[src/source/mem_pipe_pkg.sv]
`default_nettype none

package mem_pipe_pkg;

    // memory operation carried down from execute
    typedef enum logic [3:0] {
        op_none = 4'd0,
        op_lb   = 4'd1,
        op_lbu  = 4'd2,
        op_lh   = 4'd3,
        op_lhu  = 4'd4,
        op_lw   = 4'd5,
        op_lwl  = 4'd6,
        op_lwr  = 4'd7,
        op_sb   = 4'd8,
        op_sh   = 4'd9,
        op_sw   = 4'd10,
        op_swl  = 4'd11,
        op_swr  = 4'd12
    } mem_op_t;

    // execute -> memory stage
    typedef struct packed {
        logic [31:0] pc;
        mem_op_t     op;
        logic [1:0]  addr_low;   // byte offset inside the word
        logic [31:0] alu_result;
        logic [31:0] rt_value;   // store data, or merge base for lwl/lwr
        logic        gr_we;
        logic [4:0]  dest;
        logic        ex;
    } ms_payload_t;

    // memory -> write-back stage
    typedef struct packed {
        logic [31:0] pc;
        logic        gr_we;
        logic [4:0]  dest;
        logic [31:0] result;
        logic        ex;
    } ws_payload_t;

    function automatic logic is_load(input mem_op_t op);
        return op inside {op_lb, op_lbu, op_lh, op_lhu, op_lw, op_lwl, op_lwr};
    endfunction

    function automatic logic is_store(input mem_op_t op);
        return op inside {op_sb, op_sh, op_sw, op_swl, op_swr};
    endfunction

endpackage

`default_nettype wire

[src/source/stage_latch.sv]
`timescale 1ns/1ns
`default_nettype none

module stage_latch #(
    parameter type payload_t = logic
) (
    input  wire logic clk,
    input  wire logic reset,
    input  wire logic flush,
    input  wire logic in_valid,
    input  payload_t  in_payload,
    input  wire logic out_allowin,  // allowin of the next stage
    output logic      allowin,
    output logic      valid,
    output payload_t  payload
);

    logic accept;

    // ready_go is always high, so the item leaves whenever downstream takes it
    // nothing enters while a flush is in progress
    assign allowin = (!valid || out_allowin) && !flush;
    assign accept  = in_valid && allowin;

    always_ff @(posedge clk) begin
        if (reset || flush) begin
            valid <= 1'b0;
        end else if (allowin) begin
            valid <= in_valid;  // goes empty when the item leaves with nothing behind it
        end
    end

    always_ff @(posedge clk) begin
        if (reset || flush) begin
            payload <= '0;
        end else if (accept) begin
            payload <= in_payload;
        end
    end

endmodule

`default_nettype wire

[src/source/wb_stage.sv]
`timescale 1ns/1ns
`default_nettype none

module wb_stage import mem_pipe_pkg::*; (
    input  wire logic        clk,
    input  wire logic        reset,
    input  wire logic        ms_valid,
    input  ws_payload_t      ms_payload,
    input  wire logic        wb_ready,
    output logic             ws_allowin,
    output logic             ws_valid,
    output logic             ws_we,
    output logic      [4:0]  ws_dest,
    output logic      [31:0] ws_wdata,
    output logic      [31:0] ws_pc,
    output logic             ws_ex
);

    ws_payload_t ws_payload;

    // the sink's ready acts as the next stage's allowin
    stage_latch #(
        .payload_t (ws_payload_t)
    ) u_latch (
        .clk         (clk),
        .reset       (reset),
        .flush       (1'b0),
        .in_valid    (ms_valid),
        .in_payload  (ms_payload),
        .out_allowin (wb_ready),
        .allowin     (ws_allowin),
        .valid       (ws_valid),
        .payload     (ws_payload)
    );

    // excepting instruction retires without touching the register file
    assign ws_we    = ws_valid && ws_payload.gr_we && !ws_payload.ex;
    assign ws_ex    = ws_valid && ws_payload.ex;
    assign ws_dest  = ws_payload.dest;
    assign ws_wdata = ws_payload.result;
    assign ws_pc    = ws_payload.pc;

endmodule

`default_nettype wire

[config.mk]
export PLATFORM = sky130hd
export DESIGN_NAME = wb_stage
export DESIGN_NICKNAME = d
export VERILOG_FILES = /design/src/source/mem_pipe_pkg.sv /design/src/source/stage_latch.sv /design/src/source/wb_stage.sv
export SDC_FILE = /design/constraint.sdc
export NUM_CORES = 1
export LEC_CHECK = 0
export BUFFER_PORTS_ARGS = -buffer_cell sky130_fd_sc_hd__buf_4
export CAP_MARGIN = 15
export CORE_MARGIN = 1
export CORE_UTILIZATION = 51
export DETAILED_ROUTE_END_ITERATION = 8
export GPL_TIMING_DRIVEN = 0
export PLACE_DENSITY = 0.81
export SETUP_SLACK_MARGIN = 0.4
export SLEW_MARGIN = 20
export SYNTH_ARGS = -nofsm -noshare
export SYNTH_HDL_FRONTEND = slang
export SYNTH_SLANG_ARGS = --single-unit
[constraint.sdc]
create_clock -name clk -period 1.5 [get_ports clk]
set_clock_uncertainty 0.15 [all_clocks]
set_input_delay 0.225 -clock clk [delete_from_list [all_inputs] [get_ports clk]]
set_output_delay 0.225 -clock clk [all_outputs]
set_load 0.05 [all_outputs]
== Word level (Yosys, flattened, before mapping) ==
Index checks and enable logic that the tools add are counted.
W data, S select, Z words.
Cells by class
  add/sub/neg operators: 0
  $mul: 0
  div/mod/pow operators: 0
  magnitude comparators: 0
  equal/unequal tests: 0
  shift operators: 0
  multiplexer cells: 0
  bitwise logic cells: 0
  reductions and logical operators: 7
Operator list (number)
  $logic_and A1 B1 Y1: 4
  $logic_not A1 Y1: 2
  $logic_or A1 B1 Y1: 1
Word-level totals
  bits in registers: 72
  bits in latches: 0
  bits in writable memories: 0
  bits in read-only memories: 0
  input bits: 75
  output and inout port bits: 73
  logic and storage cells: 13
  memories: 0

== Depth between registers and ports, before layout ==
  depth after elaboration: 3
  mapped depth: 6
  mapped depth without buffers: 3

== Hierarchy ==
Synthesis repeated with hierarchy kept, for this count alone.
Second synthesis, totals
  cell total of the unflattened synthesis: 334
  area, all modules: 3178.0 µm²
Modules (own cells, without submodules)
  stage_latch: times used 1, cells each 331, area an instance 3158.0 µm²
  wb_stage: times used 1, cells each 3, area an instance 20.0 µm²

== Worst setup path after synthesis ==
No wires, ideal clock.
  kind: register to output
  from: register u_latch.valid
  to: output ws_we
  data arrival time: 1.392 ns
  required time: 1.125 ns
  path slack: -0.267 ns
  stages on the path, launching flop included: 3
  path buffers: 0
  cells stage by stage: dfxtp_1 nand2_1 nor2_1
On the way
  cells in the longest elaborated chain, start to end: 2
RTL lines
  from (decl): line stage_latch.sv:14  | output logic valid,
  from (signal assigned): line stage_latch.sv:29  | valid <= in_valid;
  $logic_and A1 B1 Y1 (2 in a row): line wb_stage.sv:37  | assign ws_we = ws_valid && ws_payload.gr_we && !ws_payload.ex;
  to (decl): line wb_stage.sv:12  | output logic ws_we,
No other way between the ends.

== Worst setup path in the final report ==
  from: register u_latch.valid
  to: register u_latch.payload[0] in the netlist's numbering
On the way
  cells in the longest elaborated chain, start to end: 3
RTL lines
  $logic_not A1 Y1: line stage_latch.sv:22  | assign allowin = (!valid || out_allowin) && !flush;
  $logic_or A1 B1 Y1: line stage_latch.sv:22
  $logic_and A1 B1 Y1: line stage_latch.sv:23  | assign accept = in_valid && allowin;
  to (signal assigned): line stage_latch.sv:37  | payload <= in_payload;
  to (decl): line stage_latch.sv:15  | output payload_t payload
No other way between the ends.
A chain may end at the register's enable or synchronous reset.

==> reports/summary.txt <==
Hold/Removal Path Class = input pin to register
CTS root buf = clkbuf_8
Clock-pin slew on the worst setup and hold paths = 0.08 ns
Final hold vios = 0
RR Endpoint = u_latch.payload[0]
Slew Viols, Final = 0
CTS Buf Count = 9
Starting DRC count in detailed routing = 134
Worst Path Required = 1.63 ns
Clock sink count = 72
GPL Wtd Cong = 0.755
DP HPWL = 6700 µm
Port bufs = 145
R2R Setup Slk = -0.04 ns
Met3 Use GR = 0.0421
Final instance area = 7500 µm²
First-pass GRT wire length = 21,100 µm
DP Worst Slack = 0.0757 ns
Worst r2r src = u_latch.valid
Worst Hold Path EP = u_latch.payload[20]
Drt pass-1 iters = 6
Largest buffer count on any clock path = 2
Mapped Cells = 400
GR Util met2 = 0.595
R2r worst-path depth = 7
Final nets = 709
DR vias = 3,962
Layout Cells excl Fill = 745
Worst-margin pin slew = 0.799 ns
Synth Register Bits = 72
Failing checks = DRC, setup timing
Setup Viol. Count Final = 8
Syn_nets = 475
Worst-path fanout max = 10
IO Pins = 148
Top Usage Layer GRT = met2
Cell area after synthesis = 4300 µm²
Peak Freq = 0.651 GHz
Average wire per cell in the routed design = 20.2 µm
Critical path type = register to register
CP Capture Type = register
Syn avg cell area = 10.8 µm²
Final worst slack = -0.0357 ns
Placed Cells = 650
Site Rows = 33
GR Layer Usage met1 = 0.337
All-layer global routing usage = 0.314
Starting Density = 0.526
# fillers = 301
Finished Core Util = 0.917
Final ANT Viol Nets = 0
RSZ-0062 raised after global routing = yes
Chip Width = 93.9 µm
Die Footprint = 8810 µm²
PD cells = 781 nW/µm²
DRT Wirelength = 15,000 µm
Largest net degree at the start of global routing = 13
Remaining routing DRC violations = 4
CTS H-tree lvls = 3
CTS tree = built
Final min period = 1.54 ns
Placed instance area = 5530 µm²
Run status = finished, violations left
Tot Pwr = 5.85 mW
Most common cell after layout, fill and taps aside = buf_4
Final period util = 1.02
Worst Path Arrival = 1.67 ns
Die height = 93.9 µm
Rel. slew slack = 0.467
Hold_sp = ms_payload[20]
Initial antenna violation count = 0
Worst Setup Start Kind = register
Latest clock arrival within the worst-skew pair = 0.35 ns
MaxCap Viol Count = 0
Pleak = 3.17 nW
Seq/Total Area, Yosys = 0.335
VDD IR max = 682 µV
Synth Warn # = 0
Number of global-route vias before repair = 4,213
Most frequent cells in the layout = buf_4 (80), buf_6 (77), dlygate4sd3_1 (70), dfxtp_2 (70)
Global route total overflow = 0
Distinct cell type count after synthesis = 20
Via/cell ratio = 5.32
Layout cells sized above 1 = 0.822
Hold Crit Depth = 3
Core box area = 8180 µm²
Area delta synth->final = 74.2%
## stage by stage
step | hold slack (ns) | TNS [ns]
floorplan | 0.219 | 0
global placement | 0.345 | 0
detailed placement | 0.346 | 0
CTS | 0.00352 | -0.0324
global route | 0.0206 | -0.500
finish | 0.0181 | -0.120
## state kept, by name (all words and copies together) (netlist names)
| name | count |
|---|---|
| u_latch.payload | 71 |
| u_latch.valid | 1 |
## worst max-delay path: stages (launching register included)
cell and delay, ns:
dfxtp_4 0.37, nand2b_4 0.07, buf_6 0.10, buf_6 0.17
buf_12 0.16, buf_12 0.15, nand3_2 0.13, a21oi_2 0.15
## layout make-up
type / instances / area (µm²) / share of cell area
Timing Repair Buffer: 223 / 2440 / 0.326
Multi-Input combinational cell: 218 / 2020 / 0.269
Sequential cell: 72 / 1530 / 0.204
Buffer: 109 / 1150 / 0.154
Tap cell: 105 / 131 / 0.0175
Clock buffer: 10 / 128 / 0.0170
Clock inverter: 6 / 83.8 / 0.0112
Inverter: 1 / 3.75 / 0.000501
Antenna cell: 1 / 2.50 / 0.000334
## per-layer routing
metal	routed length, µm	part of all wire
met1	5400	0.36
met2	8350	0.56
met3	619	0.041
met4	646	0.043
met5	0	0
## power by group
part | switching [mW] | internal (mW)
registers | 0.0842 | 2.05
logic | 0.984 | 1.03
clock network | 0.782 | 0.933
## how the worst max path moves through the flow
| stage | slack, ns | to | startpoint | cells past startpoint |
|---|---|---|---|---|
| after floorplan | 0.15 | u_latch.payload[10] | u_latch.valid | 6 |
| after global placement | 0.10 | u_latch.payload[9] | reset | 3 |
| after detailed placement | 0.08 | u_latch.payload[4] | reset | 3 |
| after CTS | -0.02 | ws_allowin | u_latch.valid | 4 |
| after global routing | -0.05 | u_latch.payload[0] | u_latch.valid | 7 |
| final | -0.04 | u_latch.payload[0] | u_latch.valid | 7 |
## cell families (layout without fill, tap and decap cells)
kind of cell | Yosys count | after routing | share of synthesized area
other | 0 | 1 | 0
buffers and inverters | 110 | 349 | 0.204
AO/OA/AOI/OAI | 143 | 143 | 0.304
flip-flops | 72 | 72 | 0.335
AND/OR/NAND/NOR | 75 | 75 | 0.157
## cell usage after synthesis
library cell / n / area, µm²
inv_1: 1 / 3.75
buf_12: 7 / 140
nand3_1: 11 / 55.1
clkbuf_1: 7 / 26.3
a21oi_1: 9 / 45.0
buf_4: 71 / 533
nand3_2: 60 / 601
dfxtp_1: 72 / 1440
a21bo_1: 13 / 130
buf_1: 6 / 22.5
a21oi_2: 63 / 552
buf_6: 8 / 90.1
and2_1: 1 / 6.26
clkbuf_4: 5 / 37.5
nand2_1: 1 / 3.75
nor2_1: 1 / 3.75
a21bo_2: 58 / 581
buf_2: 4 / 20.0
clkbuf_2: 1 / 5.00
nand2b_1: 1 / 6.26
## timing repair
item | in CTS | in global routing
pin swaps | 0 | 5
setup endpoints to repair | 145 | 145
gates resized for setup | 288 | 15
gates cloned | 0 | 1
setup buffers | 5 | 2
endpoints found under the hold margin | 70 | 0
hold buffers | 70 | 0
(Power assumes the default switching activity.)
