==> src/source/mem_pipe_pkg.sv <==
`default_nettype none

package mem_pipe_pkg;

    // memory operation carried down from execute
    typedef enum logic [3:0] {
        op_none = 4'd0,
        op_lb   = 4'd1,
        op_lbu  = 4'd2,
        op_lh   = 4'd3,
        op_lhu  = 4'd4,
        op_lw   = 4'd5,
        op_lwl  = 4'd6,
        op_lwr  = 4'd7,
        op_sb   = 4'd8,
        op_sh   = 4'd9,
        op_sw   = 4'd10,
        op_swl  = 4'd11,
        op_swr  = 4'd12
    } mem_op_t;

    // execute -> memory stage
    typedef struct packed {
        logic [31:0] pc;
        mem_op_t     op;
        logic [1:0]  addr_low;   // byte offset inside the word
        logic [31:0] alu_result;
        logic [31:0] rt_value;   // store data, or merge base for lwl/lwr
        logic        gr_we;
        logic [4:0]  dest;
        logic        ex;
    } ms_payload_t;

    // memory -> write-back stage
    typedef struct packed {
        logic [31:0] pc;
        logic        gr_we;
        logic [4:0]  dest;
        logic [31:0] result;
        logic        ex;
    } ws_payload_t;

    function automatic logic is_load(input mem_op_t op);
        return op inside {op_lb, op_lbu, op_lh, op_lhu, op_lw, op_lwl, op_lwr};
    endfunction

    function automatic logic is_store(input mem_op_t op);
        return op inside {op_sb, op_sh, op_sw, op_swl, op_swr};
    endfunction

endpackage

`default_nettype wire

==> src/source/stage_latch.sv <==
`timescale 1ns/1ns
`default_nettype none

module stage_latch #(
    parameter type payload_t = logic
) (
    input  wire logic clk,
    input  wire logic reset,
    input  wire logic flush,
    input  wire logic in_valid,
    input  payload_t  in_payload,
    input  wire logic out_allowin,  // allowin of the next stage
    output logic      allowin,
    output logic      valid,
    output payload_t  payload
);

    logic accept;

    // ready_go is always high, so the item leaves whenever downstream takes it
    // nothing enters while a flush is in progress
    assign allowin = (!valid || out_allowin) && !flush;
    assign accept  = in_valid && allowin;

    always_ff @(posedge clk) begin
        if (reset || flush) begin
            valid <= 1'b0;
        end else if (allowin) begin
            valid <= in_valid;  // goes empty when the item leaves with nothing behind it
        end
    end

    always_ff @(posedge clk) begin
        if (reset || flush) begin
            payload <= '0;
        end else if (accept) begin
            payload <= in_payload;
        end
    end

endmodule

`default_nettype wire

==> src/source/load_align.sv <==
`timescale 1ns/1ns
`default_nettype none

module load_align import mem_pipe_pkg::*; (
    input  mem_op_t          op,
    input  wire logic [1:0]  addr_low,
    input  wire logic [31:0] rdata,
    input  wire logic [31:0] rt_value,
    output logic      [31:0] load_data
);

    logic [7:0]  byte_sel;
    logic [15:0] half_sel;
    logic [31:0] lwl_data;
    logic [31:0] lwr_data;

    // lane picked by the byte offset
    always_comb begin
        case (addr_low)
            2'd0:    byte_sel = rdata[7:0];
            2'd1:    byte_sel = rdata[15:8];
            2'd2:    byte_sel = rdata[23:16];
            default: byte_sel = rdata[31:24];
        endcase
    end

    assign half_sel = addr_low[1] ? rdata[31:16] : rdata[15:0];

    // lwl: low ram bytes land in the top of rt
    always_comb begin
        case (addr_low)
            2'd0:    lwl_data = {rdata[7:0], rt_value[23:0]};
            2'd1:    lwl_data = {rdata[15:0], rt_value[15:0]};
            2'd2:    lwl_data = {rdata[23:0], rt_value[7:0]};
            default: lwl_data = rdata;
        endcase
    end

    // lwr: high ram bytes land in the bottom of rt
    always_comb begin
        case (addr_low)
            2'd0:    lwr_data = rdata;
            2'd1:    lwr_data = {rt_value[31:24], rdata[31:8]};
            2'd2:    lwr_data = {rt_value[31:16], rdata[31:16]};
            default: lwr_data = {rt_value[31:8], rdata[31:24]};
        endcase
    end

    always_comb begin
        case (op)
            op_lb:   load_data = {{24{byte_sel[7]}}, byte_sel};
            op_lbu:  load_data = {24'd0, byte_sel};
            op_lh:   load_data = {{16{half_sel[15]}}, half_sel};
            op_lhu:  load_data = {16'd0, half_sel};
            op_lwl:  load_data = lwl_data;
            op_lwr:  load_data = lwr_data;
            default: load_data = rdata;  // lw
        endcase
    end

endmodule

`default_nettype wire

==> src/source/mem_stage.sv <==
`timescale 1ns/1ns
`default_nettype none

module mem_stage import mem_pipe_pkg::*; (
    input  wire logic        clk,
    input  wire logic        reset,
    input  wire logic        flush,
    input  wire logic        es_valid,
    input  ms_payload_t      es_payload,
    input  wire logic        ws_allowin,
    output logic             ms_allowin,
    output logic             ms_to_ws_valid,
    output ws_payload_t      ms_to_ws_payload,
    input  wire logic [31:0] ram_rdata,
    output logic      [4:0]  fwd_dest,
    output logic      [31:0] fwd_result
);

    logic        ms_valid;
    ms_payload_t ms_payload;
    logic [31:0] load_data;
    logic [31:0] final_result;

    stage_latch #(
        .payload_t (ms_payload_t)
    ) u_latch (
        .clk         (clk),
        .reset       (reset),
        .flush       (flush),
        .in_valid    (es_valid),
        .in_payload  (es_payload),
        .out_allowin (ws_allowin),
        .allowin     (ms_allowin),
        .valid       (ms_valid),
        .payload     (ms_payload)
    );

    load_align u_load_align (
        .op        (ms_payload.op),
        .addr_low  (ms_payload.addr_low),
        .rdata     (ram_rdata),
        .rt_value  (ms_payload.rt_value),
        .load_data (load_data)
    );

    assign final_result = is_load(ms_payload.op) ? load_data : ms_payload.alu_result;

    assign ms_to_ws_valid = ms_valid && !flush;  // a flushed item never reaches write-back

    always_comb begin
        ms_to_ws_payload.pc     = ms_payload.pc;
        ms_to_ws_payload.gr_we  = ms_payload.gr_we;
        ms_to_ws_payload.dest   = ms_payload.dest;
        ms_to_ws_payload.result = final_result;
        ms_to_ws_payload.ex     = ms_payload.ex;
    end

    // bypass to decode
    assign fwd_dest   = ms_valid ? ms_payload.dest : 5'd0;
    assign fwd_result = final_result;

endmodule

`default_nettype wire

==> config.mk <==
export PLATFORM = sky130hd
export DESIGN_NAME = mem_stage
export DESIGN_NICKNAME = d
export VERILOG_FILES = /design/src/source/mem_pipe_pkg.sv /design/src/source/stage_latch.sv /design/src/source/load_align.sv /design/src/source/mem_stage.sv
export SDC_FILE = /design/constraint.sdc
export NUM_CORES = 1
export LEC_CHECK = 0
export ABC_CLOCK_PERIOD_IN_PS = 2300
export BUFFER_PORTS_ARGS = -buffer_cell sky130_fd_sc_hd__buf_2
export CAP_MARGIN = 20
export CORE_ASPECT_RATIO = 1.75
export CORE_MARGIN = 2
export CORE_UTILIZATION = 45
export DETAILED_ROUTE_END_ITERATION = 12
export PLACE_DENSITY = 0.76
export SLEW_MARGIN = 20
export SYNTH_ARGS = -nofsm -noshare
export SYNTH_HDL_FRONTEND = slang
export SYNTH_SLANG_ARGS = --single-unit
==> constraint.sdc <==
create_clock -name clk -period 2.3 [get_ports clk]
set_input_delay 0.345 -clock clk [delete_from_list [all_inputs] [get_ports clk]]
set_output_delay 0.345 -clock clk [all_outputs]
set_load 0.02 [all_outputs]
After elaboration in Yosys (flattened, before gate mapping)

Index checks and enable logic that the tools add are counted.

Mux-type cells: 7
Reductions and logical operators: 9
Eq/ne operators: 9

Operators by type and width:

| kind                                           | count |
|---|---|
| one-hot mux 32 bit (3 select lines)            | 2 |
| one-hot mux 32 bit (6 select lines)            | 1 |
| two-way mux 32 bit                             | 1 |
| one-hot mux 8 bit (3 select lines)             | 1 |
| == test 4 x 3 -> 1 bit (second input constant) | 4 |
| two-way mux 16 bit                             | 1 |
| == test 4 x 2 -> 1 bit (second input constant) | 2 |
| nonzero test 7 bit                             | 1 |
| two-way mux 5 bit                              | 1 |
| == test 4 x 1 -> 1 bit (second input constant) | 1 |
| logical AND 1 bit                              | 3 |
| == test 2 x 1 -> 1 bit (second input constant) | 1 |
| == test 2 bit (second input constant)          | 1 |
| zero test 1 bit                                | 2 |
| zero test 2 bit                                | 1 |
| logical OR 1 bit                               | 2 |

Output and inout port bits: 110
Register bits after elaboration: 110
Input port bits: 146
Word-level logic and storage cells: 34

Depth between registers and ports, before layout

Depth after elaboration: 4
Mapped depth: 8
Mapped depth without buffers: 4

Hierarchy

Synthesis repeated with hierarchy kept, for this count alone.

Cells, all modules: 895
Area total of the unflattened synthesis: 7678.6 um^2

Modules (own cells, without submodules):

| module      | seq. area each (um^2) | cells each | area each (um^2) | times used |
|---|---|---|---|---|
| stage_latch | 2202.1                | 479        | 4511.8           | 1 |
| load_align  | 0.0                   | 230        | 1916.8           | 1 |
| mem_stage   | 0.0                   | 186        | 1249.9           | 1 |

Worst setup path after synthesis

OpenSTA, ideal clock, no wires.

Path kind: register -> output
From: reg u_latch.payload[76] (netlist bit)
To: out ms_to_ws_payload[11] (netlist bit)
Required time: 1.955 ns
Path buffers: 3
Cell stages (with the launch flop): 8
Setup slack: -0.235 ns
Arrival time: 2.190 ns
Cells stage by stage: dfxtp_1 > buf_2 > or4b_2 > nand2_2 > buf_4 > a21oi_1 > a31oi_1 > buf_4

Word-level cells in the longest chain between the ends: 3
Elaborated cells on any way between the ends: 10
Classes of those cells: eq/ne: 7; mux: 2; reduce/logical: 1

Ends and longest elaborated chain:

| what                                                                      | line                                 | RTL |
|---|---|---|
| start: declaration                                                        | stage_latch.sv:15                    | `output payload_t payload` |
| start signal: assignment                                                  | stage_latch.sv:37                    | `payload <= in_payload;` |
| == test 4 x 3 -> 1 bit, or another cell as far along                      | mem_pipe_pkg.sv:44, load_align.sv:50 |  |
| one-hot mux 32 bit (6 select lines) or nonzero test 7 bit (tied branches) | load_align.sv:50, mem_pipe_pkg.sv:44 |  |
| two-way mux 32 bit (*)                                                    | mem_stage.sv:46                      | `assign final_result = is_load(ms_payload.op) ? load_data : ms_payload.alu_result;` |
| end: declaration                                                          | mem_stage.sv:13                      | `output ws_payload_t ms_to_ws_payload,` |

Mark *: on every way between the ends. The rest lies on a longest branch, timed or not.

==> results.ini <==
[clocking]
cts_sinks=110
root_buffer=clkbuf_16
clock_latency_ns=0.36
hold_buffers=0
clk_pin_slew_worst_paths_ns=0.09
cts.path.max_buffers=2
cts_tree=yes
htreeDepth=3
cts_buffers=9

[setup_path]
cp-start-kind=register
path_max_fanout=13
slowest_delay_ns=0.61
arrival_ns=2.44
cp_num_buf_inv=4
required_ns=1.96
crit_slowest_cell=o21ai_0
crit_top_cell=buf_4
cp_cell_sequence=buf_4 -> buf_12 -> buf_4 -> o21ai_0 -> a22oi_2 -> a31oi_4 -> buf_6
crit_path_end_kind=output port
worst-setup-path-type=register to output port
path_delay_family=compound AO/OA/AOI/OAI gates

[sta]
fin_crit_sh=1.21
finClkSkew_ns=0.00967
fmax_mhz=359
rsz0062_at_grt=yes
hold_slack_ns=0.209
worst_pin_slew_ns=0.752
max_slew_margin=0.494
drv_slew=0
finalSetupViolCount=64
final_hold_viol_count=0
fin_ws_ns=-0.484
period_minus_slack_ns=2.78

[job]
max_cap_violations=0

[synth]
synth_flop_cell=dfxtp_1
yosysTopAreaCellShare=0.329
synth_top_area_cell=dfxtp_1
synth_seq_cells=110
ys_types=35
synthArstFlopShare=0
ys_warn_count=0
synth.most_common_cell=nand2_1
ys_seq_area_frac=0.329
syn_inst=854
syn_avg_cell_area_um2=7.84
syn-cell-area_um2=6700
synthTopCellsByArea=dfxtp_1, nand2_1, a21oi_1
synth_edf_count=0
mappedNetlistNets=1000
netlist_top_cells_count=nand2_1, a21oi_1, dfxtp_1, buf_4, clkbuf_1

[final_layout]
final_util=0.685
layout.nets=1217
final_area_um2=10100
fill_cells=1076
syn2layout_area_growth_pct=50.4
drive_gt1_frac=0.469

[routing]
ant_nets=0
detail_route.wl_per_cell_um=22.5
drcViolationCount=0
drt_pass1_iterations=7
vias=7931
drt-initial-drc-count=829
via_per_inst=6.28
drt-total-wl_mm=28.5

[pwr]
power.leakage_nw=3.82
power.density_nw_per_um2=504
fin_total_pwr_mw=5.08
peakVddDrop_v=0.000369

[placed_design]
place_area_um2=8290
place_congestion=0.955
port_buffers=255
dpl.hpwl_mm=17.0

[floorplanning]
fp-row-count=59
die_h_um=165
core_area_um2=14700
initial_utilization=0.456
die_area_um2=15900
die_w_um=96.2
io_pins=256

[grt]
first_global_vias=7444
grt_max_degree=111
grt_pass1_wl_mm=39.0
grt_antenna_before_repair=4
globalRouteOverflowTotal=0
grt_util_all_layers=0.324

[status]
status=finished with violations
violations=setup timing

[worst_hold_path]
min_path_type=input pin to register

==> cells by family after synthesis <==
logic type	after synthesis	synth area share
and+or+nand+nor	277	0.163
muxes	71	0.143
DFF	110	0.329
xor gates and xnor gates	1	0.00131
buffers and inverters	149	0.130
AOI/OAI and AO/OA	246	0.234
==> area by class of cell <==
cell class / instances / area (um^2) / share of cell area
multi-input cells: 595 / 4430 / 0.440
flip-flops and latches: 110 / 2210 / 0.220
clock buffers: 9 / 225 / 0.0224
clock inverters: 7 / 105 / 0.0104
repair buffers: 349 / 2820 / 0.280
well taps: 183 / 229 / 0.0227
inverters: 6 / 30.0 / 0.00298
diodes: 4 / 10.0 / 0.000994
==> worst min-delay path, delay by kind of cell <==
family | cells | cell delay [ns]
buffers and inverters | 1 | 0.09
AO/OA/AOI/OAI | 1 | 0.05
AND/OR/NAND/NOR | 1 | 0.04
==> metal layers <==
metal | share of wire | wire, um | vias up | global-route usage
li1 | - | - | 3408 | -
met5 | 0 | 0 | - | 0
met2 | 0.49 | 13800 | 640 | 0.541
met1 | 0.32 | 9070 | 3702 | 0.336
met3 | 0.11 | 3060 | 181 | 0.0708
met4 | 0.088 | 2500 | 0 | 0.270
==> through the flow <==
step | instances | TNS (ns) | setup WS (ns)
2_1_floorplan | 854 | -1.56 | -0.0909
3_3_place_gp | 1203 | 0 | 0.0379
3_5_place_dp | 1203 | -0.327 | -0.0313
4_1_cts | 1251 | -19.68 | -0.368
5_1_grt | 1262 | -25.52 | -0.484
6_report | 1263 | -22.90 | -0.484
==> final timing paths <==
path / start / to / slack [ns] / cells after the start
max: u_latch.payload[72] / ms_to_ws_payload[17] / -0.48 / 7
min: es_payload[74] / u_latch.payload[74] / 0.21 / 3
max reg2reg: u_latch.valid / u_latch.payload[65] / 0.47 / 5
min reg2reg: u_latch.payload[83] / u_latch.payload[83] / 0.45 / 2
==> flip-flops by register name, summed over array words and instances (netlist names) <==
register	count
u_latch.payload	109
u_latch.valid	1
==> report_power, final <==
group | total (mW) | internal [mW] | switching (mW)
Clock | 1.73 | 0.883 | 0.844
Sequential | 1.98 | 1.94 | 0.0335
Combinational | 1.37 | 0.624 | 0.750
Total | 5.08 | 3.45 | 1.63
==> cell usage in the layout, fill, tap and decap left out, types with 2 or more instances in the layout <==
| master | netlist | routed |
|---|---|---|
| nand2_1 | 249 | 247 |
| buf_2 | 19 | 191 |
| a21oi_1 | 118 | 117 |
| dfxtp_1 | 110 | 106 |
| buf_6 | 1 | 78 |
| buf_4 | 74 | 53 |
| a31oi_4 | 0 | 31 |
| mux2_2 | 30 | 30 |
| a221oi_1 | 37 | 25 |
| mux4_2 | 17 | 17 |
| mux2i_1 | 24 | 17 |
| buf_12 | 0 | 17 |
| a22oi_1 | 25 | 13 |
| a22oi_2 | 0 | 12 |
| nor2_1 | 12 | 10 |
| a221oi_2 | 0 | 10 |
| clkbuf_16 | 0 | 10 |
| o21ai_0 | 11 | 9 |
| a211oi_1 | 8 | 8 |
| mux2i_2 | 0 | 7 |
| and2_1 | 5 | 5 |
| o2111ai_2 | 0 | 5 |
| diode_2 | 0 | 4 |
| inv_1 | 5 | 3 |
| o2111ai_1 | 8 | 3 |
| clkinv_8 | 0 | 3 |
| buf_16 | 0 | 3 |
| bufbuf_16 | 0 | 3 |
| buf_8 | 0 | 3 |
| clkinvlp_4 | 0 | 2 |
| or2_4 | 0 | 2 |
| o211a_1 | 3 | 2 |
| nand2b_4 | 0 | 2 |
| nand2_4 | 0 | 2 |
| a221oi_4 | 0 | 2 |
| clkinv_4 | 0 | 2 |
| dfxtp_4 | 0 | 2 |
| dfxtp_2 | 0 | 2 |
==> repair_timing <==
item / CTS / global route
setup buffers: 25 / 10
cloned: 8 / 1
setup endpoints to repair: 64 / 64
gates resized for setup: 160 / 73
pin swaps: 23 / 22
(Power assumes the default switching activity.)
