<file path="src/source/mem_pipe_pkg.sv">
`default_nettype none

package mem_pipe_pkg;

    // memory operation carried down from execute
    typedef enum logic [3:0] {
        op_none = 4'd0,
        op_lb   = 4'd1,
        op_lbu  = 4'd2,
        op_lh   = 4'd3,
        op_lhu  = 4'd4,
        op_lw   = 4'd5,
        op_lwl  = 4'd6,
        op_lwr  = 4'd7,
        op_sb   = 4'd8,
        op_sh   = 4'd9,
        op_sw   = 4'd10,
        op_swl  = 4'd11,
        op_swr  = 4'd12
    } mem_op_t;

    // execute -> memory stage
    typedef struct packed {
        logic [31:0] pc;
        mem_op_t     op;
        logic [1:0]  addr_low;   // byte offset inside the word
        logic [31:0] alu_result;
        logic [31:0] rt_value;   // store data, or merge base for lwl/lwr
        logic        gr_we;
        logic [4:0]  dest;
        logic        ex;
    } ms_payload_t;

    // memory -> write-back stage
    typedef struct packed {
        logic [31:0] pc;
        logic        gr_we;
        logic [4:0]  dest;
        logic [31:0] result;
        logic        ex;
    } ws_payload_t;

    function automatic logic is_load(input mem_op_t op);
        return op inside {op_lb, op_lbu, op_lh, op_lhu, op_lw, op_lwl, op_lwr};
    endfunction

    function automatic logic is_store(input mem_op_t op);
        return op inside {op_sb, op_sh, op_sw, op_swl, op_swr};
    endfunction

endpackage

`default_nettype wire

</file>
<file path="src/source/store_align.sv">
`timescale 1ns/1ns
`default_nettype none

module store_align import mem_pipe_pkg::*; (
    input  mem_op_t          op,
    input  wire logic [1:0]  addr_low,
    input  wire logic [31:0] rt_value,
    output logic      [3:0]  byte_en,
    output logic      [31:0] wdata
);

    logic [4:0] lo_shift;  // bit shift for swr, offset * 8
    logic [4:0] hi_shift;  // bit shift for swl, (3 - offset) * 8

    assign lo_shift = {addr_low, 3'b000};
    assign hi_shift = {~addr_low, 3'b000};

    always_comb begin
        byte_en = 4'b0000;
        wdata   = 32'd0;
        case (op)
            op_sb: begin
                byte_en = 4'b0001 << addr_low;
                wdata   = {4{rt_value[7:0]}};  // byte copied to every lane
            end
            op_sh: begin
                byte_en = addr_low[1] ? 4'b1100 : 4'b0011;
                wdata   = {2{rt_value[15:0]}};
            end
            op_sw: begin
                byte_en = 4'b1111;
                wdata   = rt_value;
            end
            op_swl: begin
                // lanes 0..offset take the top bytes of rt
                byte_en = 4'b1111 >> (~addr_low);
                wdata   = rt_value >> hi_shift;
            end
            op_swr: begin
                // lanes offset..3 take the bottom bytes of rt
                byte_en = 4'b1111 << addr_low;
                wdata   = rt_value << lo_shift;
            end
            default: begin
                byte_en = 4'b0000;  // loads and alu ops never write
                wdata   = 32'd0;
            end
        endcase
    end

endmodule

`default_nettype wire

</file>
<file path="config.mk">
export PLATFORM = sky130hd
export DESIGN_NAME = store_align
export DESIGN_NICKNAME = d
export VERILOG_FILES = /design/src/source/mem_pipe_pkg.sv /design/src/source/store_align.sv
export SDC_FILE = /design/constraint.sdc
export NUM_CORES = 1
export LEC_CHECK = 0
export ABC_AREA = 1
export BUFFER_PORTS_ARGS = -buffer_cell sky130_fd_sc_hd__buf_2
export CORE_MARGIN = 2
export CORE_UTILIZATION = 52
export DETAILED_ROUTE_END_ITERATION = 8
export GPL_TIMING_DRIVEN = 0
export PLACE_DENSITY = 0.85
export SYNTH_ARGS = -nofsm -noshare
export SYNTH_HDL_FRONTEND = slang
export SYNTH_SLANG_ARGS = --single-unit
export TNS_END_PERCENT = 50
</file>
<file path="constraint.sdc">
create_clock -name vclk -period 2.2
set_input_delay 0.55 -clock vclk [all_inputs]
set_output_delay 0.55 -clock vclk [all_outputs]
set_load 0.005 [all_outputs]
</file>
# == Word level (Yosys, flattened, before mapping) ==
# Cells that the tools add are included.
# classes
eq_ne,5
shift,5
n_mux,3
n_bitwise,1
# op_table
op,count
$pmux W32 S5,1
$shl A32 B5 Y32,1
$shr A32 B5 Y32,1
$eq A4 B4 Y1 const B,5
$pmux W4 S5,1
$mux W4,1
$shl A1 B2 Y4 const A,1
$shl A4 B2 Y4 const A,1
$shr A4 B2 Y4 const A,1
$not A2 Y2,1
# totals
reg_bits,0
inputBits,38
output_inout_bits,36
wordCells,14

# == Depth between registers and ports, before layout ==
# Gate-level depths: netlist of the first run.
# depth
ltp_word,3
mapped_depth,9
depth_no_buf,8

# == Least setup slack after synthesis of the first run ==
# Ideal clock, no wire load.
# synth_timing
path_kind,in2out
startpoint,input addr_low[0]
endpoint,output wdata[23]
arrival_ns,1.393
t_required_ns,1.650
setup_slack_ns,0.257
cell_stages,8
n_path_buf,3
cell_sequence,clkbuf_1 > inv_1 > buf_2 > buf_2 > nand2_1 > nand3_1 > o211ai_1 > nand3_1
# synth_between
elab_chain_cells,3
word_cells_on_any_way,4
classes_between,shift: 2; mux: 1; bitwise: 1
# synth_rtl
item,line_no,text
from (decl),store_align.sv:6,"input wire logic [1:0] addr_low,"
$not A2 Y2,store_align.sv:16,"assign hi_shift = {~addr_low, 3'b000};"
$shr A32 B5 Y32,store_align.sv:37,wdata = rt_value >> hi_shift;
$pmux W32 S5 *,store_align.sv:21,case (op)
to (decl),store_align.sv:9,output logic [31:0] wdata
# Every way passes the cells marked *; elsewhere a longest branch is shown, timed or not.

# == Final worst setup path of the first run ==
# layout_timing
startpoint,input addr_low[1]
endpoint,output wdata[18]
# The elaborated chain is that of the path after synthesis.

==> run metrics, run 1 <==
Synthesized Nets 453; Commonest cells post-synth nand2_1 (150), nand3_1 (101), nor2_1 (42); maxcap violations 0; layout cells sized above 1 0.272; fin crit period 2200 ps; CP max stage cell clkbuf_2; Sequential cell area 0 sq um; DRC Markers 0; Routed Antenna Nets 0; detailed-router iteration count before antenna repair 7; status finished clean; Yosys warning total 0; dpl ws -285 ps; total number of vias 3311; Final Hold Fails 0; WP data required 1650 ps; number of global-route vias before repair 2873; dpl cells 533; # port buffers 72; clkbuf count 0; HP Start rt_value[10]; Max Clk Rate 455 MHz; fin crit share 0.998; die width ~64 microns; worst setup margin between 4 and 5 ps; synthesized area 1880 sq um; dominant cell type by area after synthesis nand2_1; sequential cells 0; average size of a mapped cell around 4.5 sq um; RSZ-0062 raised after global routing yes; min-delay worst type input port to output pin; WL final 8870 microns; vias per inst 6.03; post-synthesis sequential area ratio 0; post-DP HPWL 5570 microns; CP peak stage delay approximately 330 ps; cell area after layout 2580 sq um; pwr/cell area 176 nW/um^2; Cell Rows 21; nets 543; family with the most delay on the worst path buffers and inverters; total grt overflow 0; Cell Count, Final, Fillers Out 549; Initial Utilization 0.550; antenna violations before repair 0; IO Pins 74; Worst setup startpoint addr_low[1]; Fillers 316; worst-margin pin slew between 300 and 400 ps; leakage power ~1.6 nW; # diodes 0; CTS Hold Bufs 0; slew margin rel. 0.769; total design power 0.453 mW; largest net degree at the start of global routing 11; DR WL/cell 16.2 microns; first-pass GRT wire length about 13000 microns; Max IR drop VDD 121 uV; Max FO, Critical Path 10; post-synth top area share 0.300; Die Area 4110 sq um; CP Class input port to output pin; critical-path cell list buf_2 > inv_4 > clkbuf_2 > nand3_1 > o211ai_1 > nand3_1 > buf_2; buffers plus inverters on the worst setup path 4; core area 3420 sq um; Cell Area, Placed 2300 sq um; gpl congestion 1.01; die height 64.1 microns; initial DRC count between 500 and 600; gr usage total 0.406; count of cell types in the netlist 20; Worst Path Arrival 1650 ps; synth top area cells nand2_1 (30%), nand3_1 (27%), nor2_1 (8.4%); Syn Inst Count 415; final setup vio count 0; CP endpoint kind output pin; max-slew violation count 0; Area growth syn-to-layout 37.4%; crit path launch type input port; leading cell type by number of instances after synthesis nand2_1; Core Util, Final 0.756
[metrics by stage]
step           TNS, ps  hold slack (ps)
5_1_grt           -185             1450
4_1_cts              0             1420
3_3_place_gp     -6950             1420
3_5_place_dp     -7490             1420
2_1_floorplan        0             1200
6_report             0             1420
[power by group]
group / internal (mW) / switching (mW)
Clock: 0 / 0
Sequential: 0 / 0
Combinational: 0.165 / 0.288
[worst paths after layout]
check	endpoint	depth (start not counted)
worst min-delay path	wdata[10]	4
worst max-delay path	wdata[18]	7
[cells in the final DEF, fill, tap and decap left out]
cell / netlist / layout
inv_4: 0 / 2
nand3_2: 0 / 1
nand2_1: 150 / 146
buf_6: 0 / 8
buf_4: 3 / 13
buf_12: 0 / 1
a21boi_0: 3 / 3
a21oi_1: 5 / 5
o211ai_1: 13 / 13
inv_1: 38 / 36
nor2_1: 42 / 40
clkbuf_2: 0 / 7
nand3b_1: 2 / 2
inv_6: 0 / 1
nor2_2: 2 / 2
nand3_1: 101 / 100
o21ai_2: 0 / 1
clkbuf_4: 0 / 5
nand2_4: 0 / 3
buf_8: 0 / 2
inv_2: 3 / 3
nand4_1: 9 / 9
o21ai_1: 2 / 4
nor2_4: 6 / 9
o21ai_0: 10 / 7
buf_2: 9 / 74
nand2_2: 3 / 5
a21boi_1: 1 / 1
[metal layers]
layer  GRT usage  routed length, microns  vias up
met5           0                       0        -
met4       0.162                     544        0
met3      0.0775                    1560       68
met2       0.647                    3650      318
met1       0.535                    3110     1382
li1            -                       -     1543
[worst min-delay path: stages]
cell,delay (ps)
buf_2,110
a21boi_1,60
nand2_1,50
buf_2,100
[timing repair]
item,4_1_cts,5_1_grt
gates cloned,0,4
setup endpoints to repair,36,36
setup buffers,9,3
gates resized for setup,32,34
pin swaps,6,7
[cells by family (layout without fill, tap and decap cells)]
group / after synthesis / in the layout / synth area share
and+or+nand+nor: 315 / 317 / 0.743
AOI/OAI and AO/OA: 34 / 34 / 0.113
buffers and inverters: 66 / 152 / 0.144
[area by class of cell]
| type | instances | area, sq um | share of cell area |
|---|---|---|---|
| multi-input combinational | 351 | 1680 | 0.649 |
| timing repair buffer | 86 | 488 | 0.189 |
| buffer | 24 | 193 | 0.0746 |
| inverter | 42 | 168 | 0.0650 |
| tap | 46 | 57.6 | 0.0223 |
Note: power is estimated with default switching activity, not from simulation.
==> inputs of run 2 (changes only) <==
--- a/config.mk
+++ b/config.mk
@@ -5,10 +5,10 @@
 export SDC_FILE = /design/constraint.sdc
 export NUM_CORES = 1
 export LEC_CHECK = 0
-export ABC_AREA = 1
+export ABC_AREA = 0
 export BUFFER_PORTS_ARGS = -buffer_cell sky130_fd_sc_hd__buf_2
 export CORE_MARGIN = 2
-export CORE_UTILIZATION = 52
+export CORE_UTILIZATION = 51
 export DETAILED_ROUTE_END_ITERATION = 8
 export GPL_TIMING_DRIVEN = 0
 export PLACE_DENSITY = 0.85
==> run metrics, run 2 <==
status finished, violations left; violated checks setup timing; Worst Path Arrival 1780 ps (+130 ps); post-synth top area share 0.132 (-0.167); routed length on met2 3950 microns (+8.2%); post-DP HPWL 4540 microns (-18%); DRC Markers 0 (unchanged); initial DRC count 505 (-7.8%); core area 3100 sq um (-9.2%); gpl congestion 0.919 (-8.6%); buffers plus inverters on the worst setup path 5 (+1); most used cell, CP buf_6; cell area after layout 2690 sq um (+4.1%); Synthesized Nets 275 (-39%); final setup vio count 35 (+35); synth top area cells mux2_4 (13%), mux2i_1 (8.8%), a21oi_1 (7.9%); CP max stage cell nand2b_4; DR WL/cell 24.8 microns (+54%); sequential cells 0 (unchanged); Post-Synth Simple-Gate Area 0.255 (-0.488); average size of a mapped cell 7.17 sq um (+58%); dominant cell type by area after synthesis mux2_4; critical-path cell list buf_8 > buf_6 > nand2b_4 > buf_12 > nor3_4 > buf_6 > o2bb2ai_2 > a221o_1 > buf_2; dpl cells 354 (-34%); Switching Fraction 0.539 (-0.0972); synthesized area 1700 sq um (-9.5%); die height 61.7 microns (-3.7%); combinational power share 1.000 (about the same); Yosys warning total 0 (unchanged); CP peak stage delay 170 ps (-160 ps); largest family of logic cells by synthesized area compound AO/OA/AOI/OAI gates; most frequent cells in the layout buf_2 (71), nor2_1 (29), a21oi_1 (23); post-synthesis sequential area ratio 0 (unchanged); count of cell types in the netlist 37 (+85%); fin crit share 1.06 (+0.0627); leading cell type by number of instances after synthesis nor2_1; pwr/cell area 221 nW/um^2 (+26%); switching power 0.320 mW (+11%); multiplexer area fraction after synthesis 0.227 (+0.227); commonest non-fill, non-tap cell in the layout buf_2; Sequential cell area 0 sq um (unchanged); clkbuf count 0 (unchanged); maxcap violations 0 (unchanged); routed metal-1 wirelength 3180 microns (+2.2%); Max IR drop VDD 146 uV (+21%); WP data required 1650 ps (about the same); max-slew violation count 0 (unchanged); Area growth syn-to-layout 58.0%; largest net degree at the start of global routing 11 (unchanged); # diodes 0 (unchanged); total grt overflow 0 (unchanged); family with the most delay on the worst path buffers and inverters; Max Clk Rate 428 MHz (-5.9%); Max FO, Critical Path 5 (-5); antenna violations before repair 0 (unchanged); crit path launch type input port; xor and xnor fraction of the mapped netlist area 0 (unchanged); top routing layer in use met4; Reg power frac 0 (unchanged); vias per inst 7.58 (+26%); cell-internal power 0.273 mW (+66%); fin crit period 2330 ps (+138 ps); RSZ-0062 raised after global routing yes; Synth Area in Compound Gates 0.416 (+0.303); Cell Count, Final, Fillers Out 374 (-32%); Post-Synth Adder-Cell Area 0 (unchanged); min-delay worst type input port to output pin; CP Class input port to output pin; Fin Setup TNS -2550 ps (-2550 ps); # port buffers 73 (+1.4%); Syn Inst Count 237 (-43%); routed wl met3 1400 microns (-10%); Initial Utilization 0.548 (-0.00220); Commonest cells post-synth nor2_1 (36), a21oi_1 (27), mux2_4 (15), mux2i_1 (15), o2bb2ai_1 (15); Cell Rows 20 (-4.8%); layout cells sized above 1 0.564 (+0.291); Clk network pwr share 0 (unchanged); worst-margin pin slew 474 ps (+128 ps); number of global-route vias before repair 2393 (-17%); Cell Area, Placed 2120 sq um (-7.7%); WL final 9290 microns (+4.7%); slew margin rel. 0.684 (-0.0845); Routed Antenna Nets 0 (unchanged); gr usage total 0.420 (+0.0143); die width 61.7 microns (-3.7%); first-pass GRT wire length 11800 microns (-11%); total number of vias 2835 (-14%); nets 370 (-32%); detailed-router iteration count before antenna repair 7 (unchanged); worst setup margin -134 ps (-138 ps); IO Pins 74 (unchanged); Die Area 3810 sq um (-7.3%); CP endpoint kind output pin; CTS Hold Bufs 0 (unchanged); Final Hold Fails 0 (unchanged); leakage power 1.22 nW (-23%)
run 2: cell count changes in the layout (fill, tap and decap cells not counted), moves of 10 or more:
cell	delta
a21oi_1	+18
inv_1	-33
mux2_4	+15
nand2_1	-136
nand3_1	-100
nor2_1	-11
nor2_2	+12
nor2b_1	+11
o211ai_1	-13
o2bb2ai_1	+10
run 2: cell type report:
class              instances  area (sq um)
multi-input cells        210          1720
fillers                  175           417
well taps                 44          55.1
inverters                  4          15.0
repair buffers            95           652
plain buffers             21           245
run 2: final timing paths:
check	start	endpoint	slack (ps)	depth (start not counted)
worst min-delay path	rt_value[30]	wdata[30]	1450	3
worst max-delay path	op[2]	wdata[29]	-130	9
run 2: cells by family (layout without fill, tap and decap cells):
group,Yosys count,in the layout
simple gates,79,79
buf+inv,27,120
compound gates,100,100
mux,31,31
run 2: power groups by stage:
stage | clock network [mW] | registers (mW) | logic, mW
global placement | 0 | 0 | 0.419
finish | 0 | 0 | 0.593
detailed placement | 0 | 0 | 0.425
floorplan | 0 | 0 | 0.273
CTS | 0 | 0 | 0.505
global route | 0 | 0 | 0.608
run 2: per-layer routing:
layer	track usage	up-vias
met5	0	-
met4	0.277	0
met3	0.0932	108
met2	0.642	391
met1	0.529	1222
li1	-	1114
run 2: tightest hold or removal path, stage by stage:
cell and delay (ps):
buf_2 110, a221o_1 140, buf_2 100
run 2: through the flow:
stage                     power [mW]  utilization  setup WS, ps  hold slack, ps
after global routing           0.608        0.866          -178            1460
final                          0.593        0.866          -134            1450
after floorplan                0.273            -           182            1200
after global placement         0.419        0.683          -273            1440
after detailed placement       0.425        0.683          -262            1450
after CTS                      0.505        0.813          -100            1450
run 2: repair_timing:
item                                   4_1_cts  5_1_grt
cloned                                       4        0
setup endpoints to repair                   35       35
pin swaps                                   12       19
resized for setup                           50       43
endpoints found under the hold margin        0        0
buffers inserted                            16        2
